[src/logic/fp16_pkg.sv]
`default_nettype none

package fp16_pkg;

    // --------------------
    // binary16 format
    // --------------------

    // full word, exponent field, stored mantissa field
    localparam int FLOAT_W = 16;
    localparam int EXP_W = 5;
    localparam int MANT_W = 10;

    // --------------------
    // datapath widths
    // --------------------

    // hidden bit, mantissa, then guard, round and three sticky bits
    localparam int ALIGN_W = MANT_W + 6;

    // aligned width plus one carry bit out of the adder
    localparam int SUM_W = ALIGN_W + 1;

    // mantissa below the leading one, followed by guard, round and sticky
    localparam int NORM_W = MANT_W + 5;

    // --------------------
    // constants
    // --------------------

    // alignment shift saturates here
    localparam logic [EXP_W-1:0] MAX_SHIFT = 5'd15;

    // all-ones exponent marks inf and nan
    localparam logic [EXP_W-1:0] EXP_MAX = 5'd31;

    // canonical quiet nan: sign 0, exponent all ones, mantissa msb set
    localparam logic [FLOAT_W-1:0] QNAN = 16'h7E00;

    // one operand word, seen either raw or split into its fields
    typedef union packed {
        logic [FLOAT_W-1:0] raw;
        struct packed {
            logic              sign;
            logic [EXP_W-1:0]  exp;
            logic [MANT_W-1:0] mant;
        } fields;
    } fp16_t;

endpackage

`default_nettype wire

[src/logic/fp_align_stage.sv]
`default_nettype none

module fp_align_stage (
    input  logic                           clk,
    input  logic                           rst_n,
    input  fp16_pkg::fp16_t                a,
    input  fp16_pkg::fp16_t                b,
    output fp16_pkg::fp16_t                a_q,
    output fp16_pkg::fp16_t                b_q,
    output logic                           sign_a,
    output logic                           sign_b,
    output logic [fp16_pkg::EXP_W-1:0]     exp_a,
    output logic [fp16_pkg::EXP_W-1:0]     exp_b,
    output logic                           same_sign,
    output logic                           a_exp_ge,
    output logic                           a_mag_gt,
    output logic [fp16_pkg::ALIGN_W-1:0]   m_a,
    output logic [fp16_pkg::ALIGN_W-1:0]   m_b
);

    localparam int EXP_W = fp16_pkg::EXP_W;
    localparam int ALIGN_W = fp16_pkg::ALIGN_W;
    // zero bits appended below the stored mantissa
    localparam int EXT_W = ALIGN_W - fp16_pkg::MANT_W - 1;

    logic               a_ge_b;
    logic               b_ge_a;
    logic [EXP_W-1:0]   exp_diff;
    logic [EXP_W-1:0]   shift_amt;
    logic [ALIGN_W-1:0] pre_a;
    logic [ALIGN_W-1:0] pre_b;
    logic [ALIGN_W-1:0] sh_a;
    logic [ALIGN_W-1:0] sh_b;

    // --------------------
    // input register
    // --------------------
    always_ff @(posedge clk or negedge rst_n) begin
        if (!rst_n) begin
            a_q <= '0;
            b_q <= '0;
        end else begin
            a_q <= a;
            b_q <= b;
        end
    end

    // --------------------
    // compare and align
    // --------------------

    // both flags set on equal exponents, so neither side shifts
    assign a_ge_b = (a_q.fields.exp >= b_q.fields.exp);
    assign b_ge_a = (b_q.fields.exp >= a_q.fields.exp);

    assign exp_diff = a_ge_b ? (a_q.fields.exp - b_q.fields.exp)
                             : (b_q.fields.exp - a_q.fields.exp);

    // a gap past the clamp leaves at most the hidden bit
    assign shift_amt = (exp_diff > fp16_pkg::MAX_SHIFT) ? fp16_pkg::MAX_SHIFT : exp_diff;

    // hidden bit only for a nonzero exponent
    // subnormals still align with their raw exponent of 0
    assign pre_a = {(a_q.fields.exp != '0), a_q.fields.mant, {EXT_W{1'b0}}};
    assign pre_b = {(b_q.fields.exp != '0), b_q.fields.mant, {EXT_W{1'b0}}};

    // only the smaller operand moves right
    assign sh_a = a_ge_b ? pre_a : (pre_a >> shift_amt);
    assign sh_b = b_ge_a ? pre_b : (pre_b >> shift_amt);

    // --------------------
    // align register
    // --------------------
    always_ff @(posedge clk or negedge rst_n) begin
        if (!rst_n) begin
            sign_a <= 1'b0;
            sign_b <= 1'b0;
            exp_a <= '0;
            exp_b <= '0;
            same_sign <= 1'b0;
            a_exp_ge <= 1'b0;
            a_mag_gt <= 1'b0;
            m_a <= '0;
            m_b <= '0;
        end else begin
            sign_a <= a_q.fields.sign;
            sign_b <= b_q.fields.sign;
            exp_a <= a_q.fields.exp;
            exp_b <= b_q.fields.exp;
            same_sign <= (a_q.fields.sign == b_q.fields.sign);
            a_exp_ge <= a_ge_b;
            // magnitude compare after alignment picks the subtrahend
            a_mag_gt <= (sh_a > sh_b);
            m_a <= sh_a;
            m_b <= sh_b;
        end
    end

    // a shift within the clamp never pushes the hidden bit out of the frame
    shift_clamped: assert property (@(posedge clk) disable iff (!rst_n)
        (!pre_a[ALIGN_W-1] || (sh_a != '0)) && (!pre_b[ALIGN_W-1] || (sh_b != '0)));

endmodule

`default_nettype wire

[src/logic/fp_special_path.sv]
`default_nettype none

module fp_special_path #(
    parameter int SPECIAL_DELAY = 3
) (
    input  logic            clk,
    input  logic            rst_n,
    input  fp16_pkg::fp16_t a_q,
    input  fp16_pkg::fp16_t b_q,
    output logic            special_hit,
    output fp16_pkg::fp16_t special_result
);

    logic            nan_a;
    logic            nan_b;
    logic            inf_a;
    logic            inf_b;
    logic            hit_next;
    fp16_pkg::fp16_t res_next;

    // delay line, index 0 loads first
    logic            hit_pipe [SPECIAL_DELAY];
    fp16_pkg::fp16_t res_pipe [SPECIAL_DELAY];

    // --------------------
    // classify
    // --------------------
    assign nan_a = (a_q.fields.exp == fp16_pkg::EXP_MAX) && (a_q.fields.mant != '0);
    assign nan_b = (b_q.fields.exp == fp16_pkg::EXP_MAX) && (b_q.fields.mant != '0);
    assign inf_a = (a_q.fields.exp == fp16_pkg::EXP_MAX) && (a_q.fields.mant == '0);
    assign inf_b = (b_q.fields.exp == fp16_pkg::EXP_MAX) && (b_q.fields.mant == '0);

    assign hit_next = nan_a || nan_b || inf_a || inf_b;

    // priority: any nan, then inf minus inf, then whichever is infinite
    always_comb begin
        if (nan_a || nan_b) begin
            res_next.raw = fp16_pkg::QNAN;
        end else if (inf_a && inf_b && (a_q.fields.sign != b_q.fields.sign)) begin
            res_next.raw = fp16_pkg::QNAN;
        end else if (inf_a) begin
            res_next.raw = a_q.raw;
        end else if (inf_b) begin
            res_next.raw = b_q.raw;
        end else begin
            res_next.raw = '0;
        end
    end

    // --------------------
    // delay to meet the normalize register
    // --------------------
    always_ff @(posedge clk or negedge rst_n) begin
        if (!rst_n) begin
            for (int i = 0; i < SPECIAL_DELAY; i++) begin
                hit_pipe[i] <= 1'b0;
                res_pipe[i] <= '0;
            end
        end else begin
            hit_pipe[0] <= hit_next;
            res_pipe[0] <= res_next;
            for (int i = 1; i < SPECIAL_DELAY; i++) begin
                hit_pipe[i] <= hit_pipe[i-1];
                res_pipe[i] <= res_pipe[i-1];
            end
        end
    end

    assign special_hit = hit_pipe[SPECIAL_DELAY-1];
    assign special_result = res_pipe[SPECIAL_DELAY-1];

    // hit and value must stay paired through every delay stage
    hit_is_special: assert property (@(posedge clk) disable iff (!rst_n)
        special_hit |-> (special_result.fields.exp == fp16_pkg::EXP_MAX));

endmodule

`default_nettype wire

[src/logic/fp_add_stage.sv]
`default_nettype none

module fp_add_stage (
    input  logic                         clk,
    input  logic                         rst_n,
    input  logic                         sign_a,
    input  logic                         sign_b,
    input  logic [fp16_pkg::EXP_W-1:0]   exp_a,
    input  logic [fp16_pkg::EXP_W-1:0]   exp_b,
    input  logic                         same_sign,
    input  logic                         a_exp_ge,
    input  logic                         a_mag_gt,
    input  logic [fp16_pkg::ALIGN_W-1:0] m_a,
    input  logic [fp16_pkg::ALIGN_W-1:0] m_b,
    output logic                         sign_sum,
    output logic [fp16_pkg::EXP_W-1:0]   exp_sum,
    output logic [fp16_pkg::SUM_W-1:0]   mant_sum
);

    logic [fp16_pkg::SUM_W-1:0] ext_a;
    logic [fp16_pkg::SUM_W-1:0] ext_b;

    // one extra bit on top catches the carry
    assign ext_a = {1'b0, m_a};
    assign ext_b = {1'b0, m_b};

    always_ff @(posedge clk or negedge rst_n) begin
        if (!rst_n) begin
            sign_sum <= 1'b0;
            exp_sum <= '0;
            mant_sum <= '0;
        end else begin
            // unlike signs take the sign of the larger magnitude
            sign_sum <= (same_sign || a_mag_gt) ? sign_a : sign_b;
            exp_sum <= a_exp_ge ? exp_a : exp_b;
            // effective subtract is always larger minus smaller
            if (same_sign) begin
                mant_sum <= ext_a + ext_b;
            end else if (a_mag_gt) begin
                mant_sum <= ext_a - ext_b;
            end else begin
                mant_sum <= ext_b - ext_a;
            end
        end
    end

endmodule

`default_nettype wire

[src/logic/fp_norm_stage.sv]
`default_nettype none

module fp_norm_stage (
    input  logic                        clk,
    input  logic                        rst_n,
    input  logic                        sign_sum,
    input  logic [fp16_pkg::EXP_W-1:0]  exp_sum,
    input  logic [fp16_pkg::SUM_W-1:0]  mant_sum,
    output logic                        sign_norm,
    output logic [fp16_pkg::EXP_W-1:0]  exp_norm,
    output logic [fp16_pkg::NORM_W-1:0] mant_norm
);

    localparam int SUM_W = fp16_pkg::SUM_W;
    localparam int NORM_W = fp16_pkg::NORM_W;
    localparam int EXP_W = fp16_pkg::EXP_W;

    logic [NORM_W-1:0] mant_next;
    logic [EXP_W-1:0]  exp_next;

    // --------------------
    // leading one and exponent adjust
    // --------------------
    always_comb begin
        int               lead;
        int               exp_tmp;
        logic             found;
        logic [SUM_W-1:0] shifted;

        // scan from the carry bit down for the first one
        lead = 0;
        found = 1'b0;
        for (int i = SUM_W - 1; i >= 0; i--) begin
            if (!found && mant_sum[i]) begin
                lead = i;
                found = 1'b1;
            end
        end

        // move the leading one up to the carry position
        // the bits right below it form the normalized field
        shifted = mant_sum << (SUM_W - 1 - lead);

        // bit 16 adds one, bit 15 keeps, bit p takes off 15 - p
        exp_tmp = int'(exp_sum) + lead - (SUM_W - 2);

        if (!found) begin
            mant_next = '0;
            exp_next = '0;
        end else begin
            mant_next = shifted[SUM_W-2 -: NORM_W];
            // underflow and overflow clamp, mantissa is kept as is
            if (exp_tmp < 0) begin
                exp_next = '0;
            end else if (exp_tmp > int'(fp16_pkg::EXP_MAX)) begin
                exp_next = fp16_pkg::EXP_MAX;
            end else begin
                exp_next = exp_tmp[EXP_W-1:0];
            end
        end
    end

    // --------------------
    // normalize register
    // --------------------
    always_ff @(posedge clk or negedge rst_n) begin
        if (!rst_n) begin
            sign_norm <= 1'b0;
            exp_norm <= '0;
            mant_norm <= '0;
        end else begin
            sign_norm <= sign_sum;
            exp_norm <= exp_next;
            mant_norm <= mant_next;
        end
    end

endmodule

`default_nettype wire

[src/logic/fp_round_stage.sv]
`default_nettype none

module fp_round_stage (
    input  logic                        clk,
    input  logic                        rst_n,
    input  logic                        sign_norm,
    input  logic [fp16_pkg::EXP_W-1:0]  exp_norm,
    input  logic [fp16_pkg::NORM_W-1:0] mant_norm,
    input  logic                        special_hit,
    input  fp16_pkg::fp16_t             special_result,
    output fp16_pkg::fp16_t             result
);

    localparam int MANT_W = fp16_pkg::MANT_W;
    localparam int EXP_W = fp16_pkg::EXP_W;
    localparam int NORM_W = fp16_pkg::NORM_W;
    // bit positions of guard and round inside mant_norm
    localparam int GUARD = NORM_W - MANT_W - 1;
    localparam int RND = GUARD - 1;

    logic [MANT_W-1:0] mant_main;
    logic              lsb;
    logic              guard_bit;
    logic              round_bit;
    logic              sticky_bit;
    logic              round_up;
    logic [MANT_W:0]   mant_round;
    logic [EXP_W:0]    exp_carry;
    logic [EXP_W-1:0]  exp_final;
    logic [MANT_W-1:0] mant_final;
    logic              sign_final;
    fp16_pkg::fp16_t   normal;

    // --------------------
    // round to nearest even
    // --------------------
    assign mant_main = mant_norm[NORM_W-1 -: MANT_W];
    assign lsb = mant_norm[GUARD+1];
    assign guard_bit = mant_norm[GUARD];
    assign round_bit = mant_norm[RND];
    assign sticky_bit = |mant_norm[RND-1:0];

    // above half, or exactly half with an odd lsb
    assign round_up = (guard_bit && round_bit)
                   || (guard_bit && !round_bit && sticky_bit)
                   || (lsb && guard_bit && !round_bit && !sticky_bit);

    assign mant_round = {1'b0, mant_main} + {{MANT_W{1'b0}}, round_up};

    // carry out of the mantissa bumps the exponent
    assign exp_carry = {1'b0, exp_norm} + {{EXP_W{1'b0}}, mant_round[MANT_W]};
    assign exp_final = (exp_carry > {1'b0, fp16_pkg::EXP_MAX}) ? fp16_pkg::EXP_MAX
                                                                 : exp_carry[EXP_W-1:0];
    assign mant_final = mant_round[MANT_W-1:0];

    // exact cancellation always gives +0
    assign sign_final = ((exp_final == '0) && (mant_final == '0)) ? 1'b0 : sign_norm;

    assign normal.raw = {sign_final, exp_final, mant_final};

    // --------------------
    // output register
    // --------------------
    always_ff @(posedge clk or negedge rst_n) begin
        if (!rst_n) begin
            result <= '0;
        end else begin
            // nan and inf override the arithmetic result
            result <= special_hit ? special_result : normal;
        end
    end

    // every register feeding result is reset, so no x may reach the output
    result_known: assert property (@(posedge clk) disable iff (!rst_n)
        !$isunknown(result));

endmodule

`default_nettype wire

[src/logic/fp16_add_top.sv]
`default_nettype none

module fp16_add_top (
    input  logic            clk,
    input  logic            rst_n,
    input  fp16_pkg::fp16_t a,
    input  fp16_pkg::fp16_t b,
    output fp16_pkg::fp16_t result
);

    // align stage outputs
    fp16_pkg::fp16_t              a_q;
    fp16_pkg::fp16_t              b_q;
    logic                         sign_a;
    logic                         sign_b;
    logic [fp16_pkg::EXP_W-1:0]   exp_a;
    logic [fp16_pkg::EXP_W-1:0]   exp_b;
    logic                         same_sign;
    logic                         a_exp_ge;
    logic                         a_mag_gt;
    logic [fp16_pkg::ALIGN_W-1:0] m_a;
    logic [fp16_pkg::ALIGN_W-1:0] m_b;

    // sum register
    logic                         sign_sum;
    logic [fp16_pkg::EXP_W-1:0]   exp_sum;
    logic [fp16_pkg::SUM_W-1:0]   mant_sum;

    // normalize register
    logic                         sign_norm;
    logic [fp16_pkg::EXP_W-1:0]   exp_norm;
    logic [fp16_pkg::NORM_W-1:0]  mant_norm;

    // special path, lined up with the normalize register
    logic                         special_hit;
    fp16_pkg::fp16_t              special_result;

    fp_align_stage fp_align_stage_inst (
        .clk       (clk),
        .rst_n     (rst_n),
        .a         (a),
        .b         (b),
        .a_q       (a_q),
        .b_q       (b_q),
        .sign_a    (sign_a),
        .sign_b    (sign_b),
        .exp_a     (exp_a),
        .exp_b     (exp_b),
        .same_sign (same_sign),
        .a_exp_ge  (a_exp_ge),
        .a_mag_gt  (a_mag_gt),
        .m_a       (m_a),
        .m_b       (m_b)
    );

    // three registers cover the sum, normalize and align-to-sum gap
    fp_special_path #(
        .SPECIAL_DELAY (3)
    ) fp_special_path_inst (
        .clk            (clk),
        .rst_n          (rst_n),
        .a_q            (a_q),
        .b_q            (b_q),
        .special_hit    (special_hit),
        .special_result (special_result)
    );

    fp_add_stage fp_add_stage_inst (
        .clk       (clk),
        .rst_n     (rst_n),
        .sign_a    (sign_a),
        .sign_b    (sign_b),
        .exp_a     (exp_a),
        .exp_b     (exp_b),
        .same_sign (same_sign),
        .a_exp_ge  (a_exp_ge),
        .a_mag_gt  (a_mag_gt),
        .m_a       (m_a),
        .m_b       (m_b),
        .sign_sum  (sign_sum),
        .exp_sum   (exp_sum),
        .mant_sum  (mant_sum)
    );

    fp_norm_stage fp_norm_stage_inst (
        .clk       (clk),
        .rst_n     (rst_n),
        .sign_sum  (sign_sum),
        .exp_sum   (exp_sum),
        .mant_sum  (mant_sum),
        .sign_norm (sign_norm),
        .exp_norm  (exp_norm),
        .mant_norm (mant_norm)
    );

    fp_round_stage fp_round_stage_inst (
        .clk            (clk),
        .rst_n          (rst_n),
        .sign_norm      (sign_norm),
        .exp_norm       (exp_norm),
        .mant_norm      (mant_norm),
        .special_hit    (special_hit),
        .special_result (special_result),
        .result         (result)
    );

endmodule

`default_nettype wire

[config.mk]
export PLATFORM = sky130hd
export DESIGN_NAME = fp16_add_top
export DESIGN_NICKNAME = d
export VERILOG_FILES = /design/src/logic/fp16_pkg.sv /design/src/logic/fp_align_stage.sv /design/src/logic/fp_special_path.sv /design/src/logic/fp_add_stage.sv /design/src/logic/fp_norm_stage.sv /design/src/logic/fp_round_stage.sv /design/src/logic/fp16_add_top.sv
export SDC_FILE = /design/constraint.sdc
export NUM_CORES = 1
export LEC_CHECK = 0
export ABC_CLOCK_PERIOD_IN_PS = 4600
export BUFFER_PORTS_ARGS = -buffer_cell sky130_fd_sc_hd__buf_2
export CORE_ASPECT_RATIO = 0.6
export CORE_MARGIN = 4
export CORE_UTILIZATION = 30
export DETAILED_ROUTE_END_ITERATION = 7
export HOLD_SLACK_MARGIN = 0.12
export SLEW_MARGIN = 0
export SYNTH_ARGS = -nofsm -noshare
export SYNTH_HDL_FRONTEND = slang
export SYNTH_SLANG_ARGS = --single-unit
[constraint.sdc]
create_clock -name clk -period 4.6 [get_ports clk]
set_clock_uncertainty 0.15 [all_clocks]
set_input_delay 0.69 -clock clk [delete_from_list [all_inputs] [get_ports clk]]
set_output_delay 0.69 -clock clk [all_outputs]
set_load 0.01 [all_outputs]
==> impl_metrics.env, run 1 <==
export IMPL_outcome="finished with violations"
export IMPL_violations="negative setup slack"
export IMPL_synth_edf_count=0
export IMPL_htree_num_levels=4
export IMPL_clock_sinks=190
export IMPL_cts_tree="yes"
export IMPL_grt_max_degree=101
export IMPL_initial_utilization=0.309
export IMPL_gp_congestion=0.954
export IMPL_cap_violations=0
export IMPL_antenna_cells=0
export IMPL_crit_path_max_incr_delay_ps=410
export IMPL_yosysUniqueCellTypes=87
export IMPL_crit_path_frequent_cell="o21a_1"
export IMPL_fin_ws_ps=-161
export IMPL_hold_viol=0
export IMPL_layout_nets=1484
export IMPL_final_common_cell="dfrtp_1"
export IMPL_ant_nets=0
export IMPL_rr_startpoint="fp_align_stage_inst.a_q[10]$_DFF_PN0_"
export IMPL_antenna_found_initial=0
export IMPL_setup_violations=1
export IMPL_ys_warn_count=0
export IMPL_path_delay_family="compound AO/OA/AOI/OAI gates"
export IMPL_use_met3=0.0521
export IMPL_layout_drive_gt1_share=0.227
export IMPL_slew_headroom=0.279
export IMPL_multiInputGateArea_sq_um=6240
export IMPL_syn_to_final_growth_pct=23.4
export IMPL_stdcell_area_sq_um=14100
export IMPL_worstPathCellList="inv_1, ha_4, inv_1, fa_1, a21o_1, a21oi_2, xnor2_2, o31ai_4, buf_12, buf_16, nor2_4, mux2_2, a21oi_1, o32a_1, ha_1, nor2b_1, o21a_1, o21a_1, o21a_1, o21a_1, o21a_1, o21ai_1, a21oi_1"
export IMPL_regArea_sq_um=4750
export IMPL_die_height_um=159
export IMPL_cp_max_fo=8
export IMPL_die_x_um=260
export IMPL_rr_worst_depth=23
export IMPL_die_area_sq_um=41300
export IMPL_rows=54
export IMPL_post_dp_hpwl_um=26400
export IMPL_synth_area_leaders="dfrtp_1, ha_1, a21oi_1, inv_1, o21ai_0"
export IMPL_worst_slew_pin_slew_ps=1070
export IMPL_route_detailed_drc=0
export IMPL_fmax_mhz=210
export IMPL_vias=9699
export IMPL_cp_start_kind="register"
export IMPL_place_area_sq_um=13200
export IMPL_clk_pin_slew_ps=80
export IMPL_p_leak_uw=0.00643
export IMPL_io_pins=50
export IMPL_timing_rr_end="fp_align_stage_inst.a_mag_gt$_DFF_PN0_"
export IMPL_most_common_layout_cells="dfrtp_1, buf_4, inv_1"
export IMPL_io_buffers=49
export IMPL_crit_buf_inv=4
export IMPL_synth_top_area_frac=0.417
export IMPL_core_area_sq_um=36900
export IMPL_period_needed_ps=4760
export IMPL_cp_slowest_cell="dfrtp_1"
export IMPL_root_buffer="clkbuf_16"
export IMPL_numCtsBuffers=17
export IMPL_viasPerCell=5.18
export IMPL_syn_area_per_cell_sq_um=9.63
export IMPL_wl_per_cell_um=18.2
export IMPL_stdcell_count=1872
export IMPL_dp_cells=1831
export IMPL_gr_usage_met2=0.209
export IMPL_fill_cells=3747
export IMPL_netlist_instances=1183
export IMPL_grt_busiest_layer="met1"
export IMPL_use_met1=0.273
export IMPL_clockBufferDepth=2
export IMPL_cp_required_ps=4790
export IMPL_ys_seq_area_frac=0.417
export IMPL_cts_hold_buf=0
export IMPL_drt_total_wl_um=34100
export IMPL_synth_area_leader_cell="dfrtp_1"
export IMPL_critPathCaptureType="register"
export IMPL_crit_cells=23
export IMPL_vdd_ir_drop_max_v=0.000245
export IMPL_ff2ff_setup_slack_ps=-160
export IMPL_ys_ff_latch=190
export IMPL_grt_total_usage=0.167
export IMPL_netlist_area_sq_um=11400
export IMPL_dp_slack_ps=-144
export IMPL_tns_ps=-161
export IMPL_first_pass_iters=5
export IMPL_power_density_nw_per_um2=572
export IMPL_first_global_vias=9355
export IMPL_critPathArrivalTime_ps=4950
export IMPL_grt_pass1_wl_um=54000
export IMPL_grt_overflow_total=0
export IMPL_hold_ws_ps=179
export IMPL_worstSetupPathType="register to register"
export IMPL_drt_iter0_drc=1054
export IMPL_fin_crit_sh=1.04
export IMPL_rsz0062_at_grt="true"
export IMPL_hold_class="input port to asynchronous set/reset pin"
export IMPL_synthFlopType="dfrtp_1"
export IMPL_slew_violations=0
export IMPL_insertion_delay_ps=450
export IMPL_ys_async_sr_fraction=1.00
## how the worst max path moves through the flow
stage	from	endpoint	slack, ps
after floorplan	fp_align_stage_inst.a_q[11]$_DFF_PN0_	fp_align_stage_inst.a_mag_gt$_DFF_PN0_	9
after global placement	fp_align_stage_inst.b_q[10]$_DFF_PN0_	fp_align_stage_inst.a_mag_gt$_DFF_PN0_	-140
after CTS	fp_align_stage_inst.b_q[10]$_DFF_PN0_	fp_align_stage_inst.a_mag_gt$_DFF_PN0_	-70
after detailed placement	fp_align_stage_inst.b_q[10]$_DFF_PN0_	fp_align_stage_inst.a_mag_gt$_DFF_PN0_	-140
final	fp_align_stage_inst.a_q[10]$_DFF_PN0_	fp_align_stage_inst.a_mag_gt$_DFF_PN0_	-160
after global routing	fp_align_stage_inst.b_q[10]$_DFF_PN0_	fp_align_stage_inst.a_mag_gt$_DFF_PN0_	-350
## through the flow
| stage | power (uW) | util |
|---|---|---|
| final | 8040 | 0.381 |
| after floorplan | 5030 | - |
| after CTS | 7970 | 0.379 |
| after global routing | 8610 | 0.381 |
| after detailed placement | 6390 | 0.358 |
| after global placement | 6370 | 0.358 |
## worst register-to-register path, delay by kind of cell (launching register included)
family          cells  cell delay (ps)
compound gates     12             2000
fa+ha+maj           3              690
buf+inv             4              470
flops               1              410
mux                 1              410
simple gates        2              320
xor+xnor            1              180
## report_power, final
| group | switching (uW) | internal [uW] | total [uW] | leakage, uW |
|---|---|---|---|---|
| clock network | 731 | 738 | 1470 | 0.000282 |
| registers | 338 | 1970 | 2310 | 0.00235 |
| logic | 2440 | 1830 | 4260 | 0.00380 |
## Yosys cell counts (all sizes together) (8+ instances only)
master  number
a211oi      23
a21o        20
a21oi       78
a221oi       8
a22oi        8
a31o         8
a31oi       16
buf         19
clkbuf      35
dfrtp      190
ha          89
inv         91
mux2        18
mux2i       31
nand2       67
nand2b      12
nand3       58
nand4       14
nor2        81
nor2b       14
nor3        39
nor4        10
o211ai      10
o21a        15
o21ai       74
o21bai      10
o22ai        9
xnor2       21
xor2        12
## cell type report
cell class                      instances  area share
Inverter                               91      0.0243
Tap cell                              504      0.0449
Sequential cell                       190       0.338
Timing Repair Buffer                  199       0.107
Clock inverter                         14      0.0104
Multi-Input combinational cell        856       0.444
Clock buffer                           18      0.0312
## routing by layer
layer,routed length (um),share of wire
met3,3380,0.099
met4,394,0.012
met1,17700,0.52
met2,12700,0.37
met5,0,0
## cell families (layout without fill, tap and decap cells)
group / count (synthesis) / in the layout / synth area share
other: 1 / 9 / 0.000329
buffers and inverters: 145 / 322 / 0.0501
and+or+nand+nor: 335 / 335 / 0.149
DFF: 190 / 190 / 0.417
adders and majority gates: 95 / 95 / 0.108
xor gates and xnor gates: 33 / 33 / 0.0254
AOI/OAI and AO/OA: 333 / 333 / 0.201
muxes: 51 / 51 / 0.0490
## repair_timing
item / in CTS / in global routing
setup endpoints to repair: 1 / 1
gates resized for setup: 20 / 15
gates cloned: 2 / 0
hold endpoints to repair: 0 / 0
setup buffers: 5 / 2
pin swaps: 16 / 11
## sequential cells by signal (all words and copies together) (netlist names), 2 cells and up
register,flops
fp_norm_stage_inst.exp_norm,5
fp_align_stage_inst.exp_b,5
fp_special_path_inst.special_result,16
fp_special_path_inst.res_pipe,32
fp_align_stage_inst.m_a,16
fp_norm_stage_inst.mant_norm,15
fp_align_stage_inst.a_q,16
fp_align_stage_inst.exp_a,5
fp_special_path_inst.hit_pipe,2
fp_align_stage_inst.b_q,16
fp_add_stage_inst.mant_sum,17
fp_align_stage_inst.m_b,16
fp_round_stage_inst.result,16
fp_add_stage_inst.exp_sum,5
No activity file was read; power rests on OpenSTA's default activity.
==> inputs of run 2 (changes only) <==
- ABC_AREA: default -> 1
==> impl_metrics.env, run 2 <==
export IMPL_netlist_instances=1377
export IMPL_crit_path_frequent_cell="nand2_1"
export IMPL_die_x_um=258
export IMPL_clockBufferDepth=2
export IMPL_place_area_sq_um=12100
export IMPL_antenna_found_initial=0
export IMPL_stdcell_area_sq_um=12900
export IMPL_die_area_sq_um=40700
export IMPL_cp_slowest_cell="dfrtp_1"
export IMPL_synth_edf_count=0
export IMPL_power_density_nw_per_um2=651
export IMPL_die_height_um=158
export IMPL_antenna_cells=0
export IMPL_report_power_total_uw=8390
export IMPL_cts_tree="yes"
export IMPL_setup_violations=0
export IMPL_numCtsBuffers=17
export IMPL_ys_async_sr_fraction=1.00
export IMPL_worstSetupPathType="register to register"
export IMPL_synth_area_leaders="dfrtp_1, nand2_1, ha_1, inv_1, o21ai_0"
export IMPL_slew_headroom=0.349
export IMPL_layout_drive_gt1_share=0.120
export IMPL_timing_rr_end="fp_align_stage_inst.a_mag_gt$_DFF_PN0_"
export IMPL_route_detailed_drc=0
export IMPL_cap_violations=0
export IMPL_top_register="fp_special_path_inst.res_pipe"
export IMPL_ant_nets=0
export IMPL_fin_crit_sh=0.964
export IMPL_synth_most_common_cell="nand2_1"
export IMPL_grt_max_degree=112
export IMPL_core_area_sq_um=36600
export IMPL_layout_nets=1569
export IMPL_grt_overflow_total=0
export IMPL_critPathArrivalTime_ps=4600
export IMPL_synth_top_area_frac=0.423
export IMPL_initial_utilization=0.307
export IMPL_syn_area_per_cell_sq_um=8.16
export IMPL_ys_ff_latch=190
export IMPL_rr_worst_depth=25
export IMPL_finalCoreUtilization=0.352
export IMPL_worstSetupEndpoint="fp_align_stage_inst.a_mag_gt$_DFF_PN0_"
export IMPL_wl_per_cell_um=15.7
export IMPL_clock_sinks=190
export IMPL_top_regs="fp_special_path_inst.res_pipe (32), fp_add_stage_inst.mant_sum (17)"
export IMPL_drt_iter0_drc=1181
export IMPL_cp_required_ps=4770
export IMPL_cp_max_fo=11
export IMPL_hold_viol=0
export IMPL_yosysUniqueCellTypes=59
export IMPL_period_needed_ps=4430
export IMPL_critPathCaptureType="register"
export IMPL_ys_warn_count=0
export IMPL_outcome="complete, no violations"
export IMPL_io_pins=50
export IMPL_hold_ws_ps=187
export IMPL_hold_class="input port to register"
export IMPL_vdd_ir_drop_max_v=0.000326
export IMPL_clk_pin_slew_ps=80
export IMPL_fmax_mhz=226
export IMPL_vias=9581
export IMPL_ff2ff_setup_slack_ps=170
export IMPL_netlist_area_sq_um=11200
export IMPL_rows=54
export IMPL_crit_path_max_incr_delay_ps=390
export IMPL_synth_area_leader_cell="dfrtp_1"
export IMPL_critPathLaunch="fp_align_stage_inst.a_q[13]$_DFF_PN0_"
export IMPL_most_common_layout_cells="nand2_1, inv_1, dfrtp_1"
export IMPL_cts_hold_buf=0
export IMPL_largest_register_ffs=32
export IMPL_p_leak_uw=0.00644
export IMPL_io_buffers=49
export IMPL_viasPerCell=4.90
export IMPL_synthFlopType="dfrtp_1"
export IMPL_syn_to_final_growth_pct=14.7
export IMPL_first_pass_iters=8
export IMPL_grt_pass1_wl_um=49100
export IMPL_rr_startpoint="fp_align_stage_inst.a_q[13]$_DFF_PN0_"
export IMPL_first_global_vias=8913
export IMPL_post_dp_hpwl_um=23800
export IMPL_synth_top_cells_by_count="nand2_1, dfrtp_1, inv_1"
export IMPL_tns_ps=0
export IMPL_slew_violations=0
export IMPL_final_common_cell="nand2_1"
export IMPL_worst_slew_pin_slew_ps=967
export IMPL_ys_seq_area_frac=0.423
export IMPL_htree_num_levels=4
export IMPL_grt_total_usage=0.154
export IMPL_root_buffer="clkbuf_16"
export IMPL_fill_cells=3853
export IMPL_drt_total_wl_um=30700
export IMPL_cp_start_kind="register"
export IMPL_insertion_delay_ps=450
export IMPL_gp_congestion=0.938
-- run 2: cell types whose count changed after synthesis, moves of 18 or more --
cell and change:
a21o_1 -18, inv_1 +100, mux2i_1 -29, nand2_1 +237, nand3_1 +34, nor3_1 -23
o21ai_0 +29, o21ai_1 +30
-- run 2: worst min-delay path by stage --
stage | from | end | slack [ps] | depth (start not counted)
floorplan | fp_add_stage_inst.sign_sum$_DFF_PN0_ | fp_norm_stage_inst.sign_norm$_DFF_PN0_ | 180 | 0
global placement | fp_special_path_inst.res_pipe[21]$_DFF_PN0_ | fp_special_path_inst.special_result[5]$_DFF_PN0_ | 180 | 0
detailed placement | fp_special_path_inst.res_pipe[32]$_DFF_PN0_ | fp_special_path_inst.res_pipe[16]$_DFF_PN0_ | 180 | 0
CTS | a[6] | fp_align_stage_inst.a_q[6]$_DFF_PN0_ | 160 | 1
global route | a[6] | fp_align_stage_inst.a_q[6]$_DFF_PN0_ | 160 | 1
finish | a[6] | fp_align_stage_inst.a_q[6]$_DFF_PN0_ | 190 | 1
-- run 2: cell type report --
| cell class | instances | area, sq um | area share |
|---|---|---|---|
| clock buffers | 18 | 439 | 0.0341 |
| clock inverters | 14 | 143 | 0.0111 |
| multi-input cells | 953 | 5620 | 0.437 |
| flip-flops and latches | 190 | 4760 | 0.369 |
| repair buffers | 77 | 531 | 0.0412 |
| inverters | 201 | 758 | 0.0589 |
| well taps | 504 | 631 | 0.0490 |
-- run 2: per-layer routing --
metal | vias up | GRT usage | wire length, um
met4 | 0 | 0.0305 | 341
met2 | 421 | 0.199 | 11400
met1 | 4526 | 0.244 | 15800
met3 | 21 | 0.0489 | 3220
li1 | 4613 | - | -
met5 | - | 0 | 0
-- run 2: through the flow --
stage,setup slack (ps),std cells
floorplan,877,1385
global placement,200,1916
detailed placement,135,1916
CTS,82.3,1948
global route,-20.0,1957
finish,167,1957
-- run 2: cell families (layout without fill, tap and decap cells) --
family	after synthesis	after routing	synth area share
adder cells (fa/ha/maj)	95	95	0.110
XOR/XNOR	33	33	0.0264
AO/OA/AOI/OAI	257	257	0.129
multiplexers	7	7	0.00679
other	1	9	0.000334
buffers and inverters	243	310	0.0866
AND/OR/NAND/NOR	551	552	0.217
flip-flops	190	190	0.423
-- run 2: report_power, final --
part,leakage (uW),switching [uW],internal (uW)
Clock,0.000285,732,737
Sequential,0.00234,254,2020
Combinational,0.00382,3100,1540
-- run 2: worst max-delay path: cells and delay by family, from the launching register on --
family / cells / cell delay [ps]
simple gates: 12 / 1400
fa+ha+maj: 2 / 700
buf+inv: 3 / 480
compound gates: 8 / 1180
flops: 1 / 390
-- run 2: repair_timing --
action | CTS | global route
endpoints found under the setup margin | 0 | 1
resized for setup | 0 | 41
setup buffers | 0 | 6
